<file path="src/source/mips_config.svh">
`ifndef MIPS_CONFIG_SVH
`define MIPS_CONFIG_SVH

//////////////////////////////
// Datapath sizes.
//////////////////////////////

// Register and data word width.
`define MIPS_DATA_WIDTH 32

// Architectural registers, five index bits.
`define MIPS_NUM_REGS 32

// Incremented PC as delivered by the fetch stage.
`define MIPS_PC_WIDTH 11

// Data memory size in words.
`define MIPS_DMEM_DEPTH 64

`endif

</file>
<file path="src/source/alu_pkg.sv">
package alu_pkg;

   // Width of the control code driven by the ALU decoder.
   localparam int ALU_CTRL_WIDTH = 4;

   //////////////////////////////
   // ALU operation codes.
   //////////////////////////////

   // Codes 12, 13 and 15 are free and give a zero result.
   typedef enum logic [ALU_CTRL_WIDTH-1:0] {
      ALU_ADD  = 4'd0,
      ALU_SUB  = 4'd1,
      ALU_AND  = 4'd2,
      ALU_OR   = 4'd3,
      ALU_XOR  = 4'd4,
      ALU_NOR  = 4'd5,
      ALU_SLT  = 4'd6,
      ALU_SLTU = 4'd7,
      ALU_SLL  = 4'd8,
      ALU_SRL  = 4'd9,
      ALU_SRA  = 4'd10,
      ALU_LUI  = 4'd11,
      // Return address for jump and link.
      ALU_LINK = 4'd14
   } alu_ctrl_t;

endpackage

</file>
<file path="src/source/pipe_pkg.sv">
package pipe_pkg;

`include "mips_config.svh"

   //////////////////////////////
   // Pipeline payload types.
   //////////////////////////////

   // One register or memory word.
   typedef logic [`MIPS_DATA_WIDTH-1:0] word_t;

   // Register file index.
   typedef logic [$clog2(`MIPS_NUM_REGS)-1:0] reg_idx_t;

   // PC + 4 coming down from fetch.
   typedef logic [`MIPS_PC_WIDTH-1:0] pc_t;

endpackage

</file>
<file path="src/source/alu.sv">
`timescale 1ns/1ps

module alu
   import alu_pkg::*, pipe_pkg::*;
   (
   input  alu_ctrl_t i_alu_ctrl,
   input  word_t     i_operand_a,
   input  word_t     i_operand_b,
   output word_t     o_result
   );

   // Shift distance comes from the low bits of the first operand.
   localparam int SHAMT_WIDTH = $clog2($bits(word_t));

   // Link address step, one instruction past the jump.
   localparam word_t LINK_OFFSET = word_t'(4);

   // Upper immediate sits in the top half of the word.
   localparam int LUI_SHIFT = 16;

   logic [SHAMT_WIDTH-1:0] shamt;

   assign shamt = i_operand_a[SHAMT_WIDTH-1:0];

   //////////////////////////////
   // Operation select.
   //////////////////////////////

   always_comb begin
      case (i_alu_ctrl)
         ALU_ADD: begin
            o_result = i_operand_a + i_operand_b;
         end
         ALU_SUB: begin
            o_result = i_operand_a - i_operand_b;
         end
         ALU_AND: begin
            o_result = i_operand_a & i_operand_b;
         end
         ALU_OR: begin
            o_result = i_operand_a | i_operand_b;
         end
         ALU_XOR: begin
            o_result = i_operand_a ^ i_operand_b;
         end
         ALU_NOR: begin
            o_result = ~(i_operand_a | i_operand_b);
         end
         // Compares return 1 or 0.
         ALU_SLT: begin
            o_result = word_t'($signed(i_operand_a) < $signed(i_operand_b));
         end
         ALU_SLTU: begin
            o_result = word_t'(i_operand_a < i_operand_b);
         end
         // The second operand is the value shifted.
         ALU_SLL: begin
            o_result = i_operand_b << shamt;
         end
         ALU_SRL: begin
            o_result = i_operand_b >> shamt;
         end
         ALU_SRA: begin
            o_result = $signed(i_operand_b) >>> shamt;
         end
         ALU_LUI: begin
            o_result = i_operand_b << LUI_SHIFT;
         end
         ALU_LINK: begin
            o_result = i_operand_a + LINK_OFFSET;
         end
         default: begin
            o_result = '0;
         end
      endcase
   end

endmodule

</file>
<file path="src/source/exec_mem_top.sv">
`timescale 1ns/1ps

module exec_mem_top
   import alu_pkg::*, pipe_pkg::*;
   (
   input  logic      i_clock,
   input  logic      i_soft_reset,
   input  logic      i_enable_pipeline,
   input  pc_t       i_adder_pc,
   input  word_t     i_data_a,
   input  word_t     i_data_b,
   input  word_t     i_sign_ext_imm,
   input  reg_idx_t  i_reg_rt,
   input  reg_idx_t  i_reg_rd,
   input  logic      i_reg_dst,
   input  logic      i_reg_write,
   input  logic      i_alu_src,
   input  logic      i_mem_read,
   input  logic      i_mem_write,
   input  logic      i_mem_to_reg,
   input  alu_ctrl_t i_alu_ctrl,
   output logic      o_wb_reg_write,
   output word_t     o_wb_data,
   output reg_idx_t  o_wb_reg
   );

   // EX/MEM stage outputs.
   logic     ex_reg_write;
   logic     ex_mem_read;
   logic     ex_mem_write;
   logic     ex_mem_to_reg;
   word_t    ex_result;
   word_t    ex_store_data;
   reg_idx_t ex_dest_reg;

   execute_stage u_execute_stage (
      .i_clock           (i_clock),
      .i_soft_reset      (i_soft_reset),
      .i_enable_pipeline (i_enable_pipeline),
      .i_adder_pc        (i_adder_pc),
      .i_data_a          (i_data_a),
      .i_data_b          (i_data_b),
      .i_sign_ext_imm    (i_sign_ext_imm),
      .i_reg_rt          (i_reg_rt),
      .i_reg_rd          (i_reg_rd),
      .i_reg_dst         (i_reg_dst),
      .i_reg_write       (i_reg_write),
      .i_alu_src         (i_alu_src),
      .i_mem_read        (i_mem_read),
      .i_mem_write       (i_mem_write),
      .i_mem_to_reg      (i_mem_to_reg),
      .i_alu_ctrl        (i_alu_ctrl),
      .o_reg_write       (ex_reg_write),
      .o_mem_read        (ex_mem_read),
      .o_mem_write       (ex_mem_write),
      .o_mem_to_reg      (ex_mem_to_reg),
      .o_result          (ex_result),
      .o_store_data      (ex_store_data),
      .o_dest_reg        (ex_dest_reg)
   );

   memory_stage u_memory_stage (
      .i_clock           (i_clock),
      .i_soft_reset      (i_soft_reset),
      .i_enable_pipeline (i_enable_pipeline),
      .i_reg_write       (ex_reg_write),
      .i_mem_read        (ex_mem_read),
      .i_mem_write       (ex_mem_write),
      .i_mem_to_reg      (ex_mem_to_reg),
      .i_result          (ex_result),
      .i_store_data      (ex_store_data),
      .i_dest_reg        (ex_dest_reg),
      .o_wb_reg_write    (o_wb_reg_write),
      .o_wb_data         (o_wb_data),
      .o_wb_reg          (o_wb_reg)
   );

endmodule

</file>
<file path="src/source/execute_stage.sv">
`timescale 1ns/1ps

module execute_stage
   import alu_pkg::*, pipe_pkg::*;
   (
   input  logic      i_clock,
   input  logic      i_soft_reset,
   input  logic      i_enable_pipeline,
   input  pc_t       i_adder_pc,
   input  word_t     i_data_a,
   input  word_t     i_data_b,
   input  word_t     i_sign_ext_imm,
   input  reg_idx_t  i_reg_rt,
   input  reg_idx_t  i_reg_rd,
   input  logic      i_reg_dst,
   input  logic      i_reg_write,
   input  logic      i_alu_src,
   input  logic      i_mem_read,
   input  logic      i_mem_write,
   input  logic      i_mem_to_reg,
   input  alu_ctrl_t i_alu_ctrl,
   output logic      o_reg_write,
   output logic      o_mem_read,
   output logic      o_mem_write,
   output logic      o_mem_to_reg,
   output word_t     o_result,
   output word_t     o_store_data,
   output reg_idx_t  o_dest_reg
   );

   word_t    operand_a;
   word_t    operand_b;
   word_t    alu_result;
   reg_idx_t dest_reg;

   //////////////////////////////
   // Operand and destination select.
   //////////////////////////////

   // Jump and link takes the PC in place of rs, zero extended.
   assign operand_a = (i_alu_ctrl == ALU_LINK) ? word_t'(i_adder_pc) : i_data_a;

   // Immediate forms replace rt with the sign extended constant.
   assign operand_b = i_alu_src ? i_sign_ext_imm : i_data_b;

   // R-type writes rd, I-type writes rt.
   assign dest_reg = i_reg_dst ? i_reg_rd : i_reg_rt;

   alu u_alu (
      .i_alu_ctrl  (i_alu_ctrl),
      .i_operand_a (operand_a),
      .i_operand_b (operand_b),
      .o_result    (alu_result)
   );

   //////////////////////////////
   // EX/MEM register.
   //////////////////////////////

   // Captured on the falling edge, held while the pipeline is stalled.
   always_ff @(negedge i_clock) begin
      if (!i_soft_reset) begin
         o_reg_write  <= 1'b0;
         o_mem_read   <= 1'b0;
         o_mem_write  <= 1'b0;
         o_mem_to_reg <= 1'b0;
         o_result     <= '0;
         o_store_data <= '0;
         o_dest_reg   <= '0;
      end else if (i_enable_pipeline) begin
         o_reg_write  <= i_reg_write;
         o_mem_read   <= i_mem_read;
         o_mem_write  <= i_mem_write;
         o_mem_to_reg <= i_mem_to_reg;
         o_result     <= alu_result;
         // Stores always take rt, never the immediate.
         o_store_data <= i_data_b;
         o_dest_reg   <= dest_reg;
      end
   end

endmodule

</file>
<file path="src/source/memory_stage.sv">
`timescale 1ns/1ps

`include "mips_config.svh"

module memory_stage
   import pipe_pkg::*;
   (
   input  logic     i_clock,
   input  logic     i_soft_reset,
   input  logic     i_enable_pipeline,
   input  logic     i_reg_write,
   input  logic     i_mem_read,
   input  logic     i_mem_write,
   input  logic     i_mem_to_reg,
   input  word_t    i_result,
   input  word_t    i_store_data,
   input  reg_idx_t i_dest_reg,
   output logic     o_wb_reg_write,
   output word_t    o_wb_data,
   output reg_idx_t o_wb_reg
   );

   // Word index width for the data memory.
   localparam int DMEM_ADDR_WIDTH = $clog2(`MIPS_DMEM_DEPTH);

   // Byte address bits below the word index.
   localparam int BYTE_OFFSET = 2;

   word_t                      dmem [`MIPS_DMEM_DEPTH];
   logic [DMEM_ADDR_WIDTH-1:0] mem_addr;
   word_t                      mem_rdata;
   word_t                      wb_data;

   //////////////////////////////
   // Data memory.
   //////////////////////////////

   // Word address from the ALU result, byte offset dropped.
   assign mem_addr = i_result[DMEM_ADDR_WIDTH+BYTE_OFFSET-1:BYTE_OFFSET];

   // Contents start cleared; reset leaves them alone.
   initial begin
      for (int i = 0; i < `MIPS_DMEM_DEPTH; i++) begin
         dmem[i] = '0;
      end
   end

   // Write on the same edge that moves the store into MEM/WB.
   always @(negedge i_clock) begin
      if (i_mem_write && i_enable_pipeline) begin
         dmem[mem_addr] <= i_store_data;
      end
   end

   // Asynchronous read. Only a load puts data on this path.
   assign mem_rdata = i_mem_read ? dmem[mem_addr] : '0;

   // Loads write back memory data, everything else the ALU result.
   assign wb_data = i_mem_to_reg ? mem_rdata : i_result;

   //////////////////////////////
   // MEM/WB register.
   //////////////////////////////

   always_ff @(negedge i_clock) begin
      if (!i_soft_reset) begin
         o_wb_reg_write <= 1'b0;
         o_wb_data      <= '0;
         o_wb_reg       <= '0;
      end else if (i_enable_pipeline) begin
         o_wb_reg_write <= i_reg_write;
         o_wb_data      <= wb_data;
         o_wb_reg       <= i_dest_reg;
      end
   end

endmodule

</file>
<file path="config.mk">
export PLATFORM = sky130hd
export DESIGN_NAME = exec_mem_top
export DESIGN_NICKNAME = d
export VERILOG_FILES = /design/src/source/alu_pkg.sv /design/src/source/pipe_pkg.sv /design/src/source/alu.sv /design/src/source/exec_mem_top.sv /design/src/source/execute_stage.sv /design/src/source/memory_stage.sv
export VERILOG_INCLUDE_DIRS = /design/src /design/src/source
export SDC_FILE = /design/constraint.sdc
export NUM_CORES = 2
export LEC_CHECK = 0
export BUFFER_PORTS_ARGS = -buffer_cell sky130_fd_sc_hd__buf_4
export CAP_MARGIN = 5
export CORE_MARGIN = 1.5
export CORE_UTILIZATION = 44
export DETAILED_ROUTE_END_ITERATION = 16
export PLACE_DENSITY_LB_ADDON = 0.12
export SLEW_MARGIN = 40
export SYNTH_ARGS = -nofsm -noshare
export SYNTH_HDL_FRONTEND = slang
export SYNTH_HIERARCHICAL = 1
export SYNTH_SLANG_ARGS = --single-unit
</file>
<file path="constraint.sdc">
create_clock -name i_clock -period 6.9 [get_ports i_clock]
set_clock_uncertainty 0.05 [all_clocks]
set_input_delay 1.38 -clock i_clock [delete_from_list [all_inputs] [get_ports i_clock]]
set_output_delay 1.38 -clock i_clock [all_outputs]
set_load 0.05 [all_outputs]
</file>
==> impl_metrics.toml <==
[routing]
drc = 2
via_count = 77900
viasPerCell = 6.24
wirelength_mm = 421
dr.pass1.iters = 13
dr.first_iter.drc_count = 11500
ant_nets = 0
wl_per_cell_um = 33.7

[sta]
fin_ws_ns = -0.821
whs_ns = 0.422
worstMarginPinSlew_ns = 0.996
setup_viol = 32
slew_headroom_pct = 33.6
slew_violations = 0
hold_viol_final = 0
rsz0062_at_grt = "yes"

[power_and_ir_drop]
vdd_ir_drop_max_mv = 0.316
power.leakage_nw = 49.7
powerDensity_mw_per_mm2 = 306
p_sw_share_pct = 32.3
clkPwrFrac_pct = 47.4
intPower_mw = 25.5
power_frac_comb_pct = 13.7
p_seq_share_pct = 39.0
p_sw_mw = 12.2

[worst_setup_path]
criticalPathCategory = "in -> reg"
crit_buf_inv = 4
path_cells = "buf_6 -> nand4b_4 -> mux2_4 -> buf_12 -> buf_12 -> buf_16 -> mux2_2 -> mux4_2 -> nor2_2 -> a21oi_2 -> mux2_4 -> nand2_1 -> o211ai_1 -> nor3_2 -> o221ai_1 -> a32o_1 -> mux2i_1 -> nor2b_1"
endpoint_kind = "flip-flop"
worst_ep_required_time_ns = 4.11
crit_fanout = 6
slowest_delay_ns = 0.51
cp_slowest_cell = "mux4_2"
reg2reg_slack_ns = 2.56
cp.depth = 18
critPathTopFamily = "multiplexers"
critPathLaunchType = "input port"
arrival_ns = 4.93
r2r_cells = 9

[global_routing]
grt_first_pass_wirelength_mm = 572
grt_pass1_vias = 77800
overflow = 0
antenna_found_initial = 24
grt_max_degree = 123
grtUsageTotal_pct = 38.9

[clocking]
cts-hold-fix-buffers = 0
h-tree-depth = 4
cts.path.max_buffers = 3
clock-sinks = 2159
cts_tree = "yes"
clk_pin_slew_ns = 0.03
cts_made_buffers = 229
clock_latency_ns = 0.87
root_buffer = "clkbuf_16"

[yosys]
synth_xor_area_share_pct = 0.265
yosysTopAreaCellShare_pct = 66.6
ys_seq_area_share_pct = 69.0
syn_nets = 6602
synth_cells = 6359
synth.avg_cell_area_um2 = 14.5
synthSimpleGateAreaFrac_pct = 5.26
netlist_area_mm2 = 0.0924
synth_compound_area_share_pct = 15.6
synth_seq_cells = 2159
yosysWarnings = 6
synth_top_family_by_area = "compound AO/OA/AOI/OAI gates"
async_reset_ff_share_pct = 0
synth_flop_cell = "edfxtp_1"
synthAdderAreaFrac_pct = 1.55
yosys.cell_types.count = 97
synth_edf_count = 2048
synth_area_leaders = "edfxtp_1 67%, a22oi_1 4.1%, mux2i_1 2.7%, a221oi_1 2.6%, dfxtp_1 2.4%"
yosysTopAreaCell = "edfxtp_1"
synthMuxAreaShare_pct = 5.50

[floorplanning]
num_rows = 168
die_h_um = 461
initial_core_util_pct = 44.2
die_x_um = 461
dieArea_mm2 = 0.213
coreArea_mm2 = 0.209
pin_count = 168

[placed_design]
io_buffers = 167
place_area_mm2 = 0.105
globalplace.congestion = 0.990
place_worst_setup_slack_ns = -1.95
place_hpwl_mm = 263

[cells_and_area]
layout.nets = 9720
largest_reg_flops = 2048
multi_input_area_mm2 = 0.0281
drive_above_1_share_pct = 22.2
regMostFlops = "u_memory_stage/dmem"
fillers = 17300
area_delta_synth_final_pct = 33.6
final_area_mm2 = 0.123
ff_latch_area_mm2 = 0.0638

[min_path]
min_path_type = "reg -> reg"
holdPathStages = 0

[outcome]
violations = "DRC, setup timing"
status = "finished with violations"

[run]
cap_violations = 0
cells in the mapped netlist (63+ instances only):
cell,instances
a211oi_1,64
o21ai_0,224
o211ai_1,63
dfxtp_1,111
clkbuf_1,226
buf_2,149
a21oi_1,213
mux2i_1,253
o22ai_1,214
buf_1,70
a22oi_1,506
nand3_1,68
a221oi_1,275
inv_1,97
nor2b_1,93
nor2_1,351
nor3_1,77
ha_1,111
nand2_1,217
mux2_2,156
edfxtp_1,2048
worst register-to-register path, delay by kind of cell (launching register included):
family	cells	cell delay [ns]
simple gates	3	1.61
buf+inv	3	1.02
flops	1	0.81
compound gates	3	0.68
placed cells by master, fill, tap and decap left out, drive strengths merged, types with 68 or more instances in the layout:
cell / count
nor2: 352
dfxtp: 111
nand3: 68
o22ai: 214
buf: 1218
ha: 111
o21ai: 240
a221oi: 275
a22oi: 506
mux2i: 253
inv: 2326
nor3: 78
a21oi: 214
nand2: 217
mux2: 170
clkbuf: 232
nor2b: 93
edfxtp: 2048
metal layers:
metal	routed length (um)	track usage, %	part of all wire (%)	vias to the layer above
met4	24400	22.3	5.8	16
met1	159000	50.7	38	39100
met3	49200	11.6	12	1093
met2	188000	57.8	45	5665
met5	234	0.482	0.056	-
li1	-	-	-	32100
cells by family after synthesis:
| logic type | count (synthesis) |
|---|---|
| XOR/XNOR | 28 |
| AO/OA/AOI/OAI | 1999 |
| multiplexers | 451 |
| flip-flops | 2159 |
| adder cells (fa/ha/maj) | 113 |
| buffers and inverters | 595 |
| AND/OR/NAND/NOR | 1014 |
final timing paths:
check / startpoint / end
setup reg to reg: u_execute_stage/o_result[6]$_SDFFE_NN0P_ / u_memory_stage/o_wb_data[20]$_SDFFE_NN0P_
hold reg to reg: u_execute_stage/o_store_data[12]$_SDFFE_NN0P_ / u_memory_stage/dmem[32][12]$_DFFE_NP_
setup / recovery: i_alu_ctrl[0] / u_execute_stage/o_result[30]$_SDFFE_NN0P_
hold / removal: u_execute_stage/o_store_data[12]$_SDFFE_NN0P_ / u_memory_stage/dmem[32][12]$_DFFE_NP_
power groups by stage:
stage	combinational [mW]	clock, mW	sequential (mW)
after detailed placement	4.74	1.85	14.9
after CTS	4.94	18.3	14.7
after global routing	5.30	19.7	14.7
final	5.16	17.9	14.7
after floorplan	2.31	1.85	14.9
after global placement	4.72	1.85	14.9
cell type report:
cell class / instances / share of cell area, %
Antenna cell: 5 / 0.0101
Sequential cell: 2159 / 51.7
Multi-Input combinational cell: 3605 / 22.8
Tap cell: 2805 / 2.84
Clock inverter: 2355 / 8.40
Clock buffer: 229 / 4.64
Timing Repair Buffer: 1223 / 9.33
Inverter: 100 / 0.323
per-stage QoR:
stage	setup TNS [ns]	util, %	std cells	total power, mW
final	-19.51	59.0	12500	37.7
after CTS	-16.96	58.7	12500	37.9
after floorplan	-46.38	-	6359	19.1
after global routing	-22.87	59.0	12500	39.7
after global placement	-51.01	50.3	9845	21.4
after detailed placement	-51.72	50.4	9847	21.4
repair_timing:
action | CTS | global route
buffers inserted | 33 | 20
gates resized for setup | 212 | 94
pin swaps | 58 | 65
endpoints found under the hold margin | 0 | 0
endpoints found under the setup margin | 32 | 32
cloned | 5 | 3
Power figures use the tool's default switching activity.
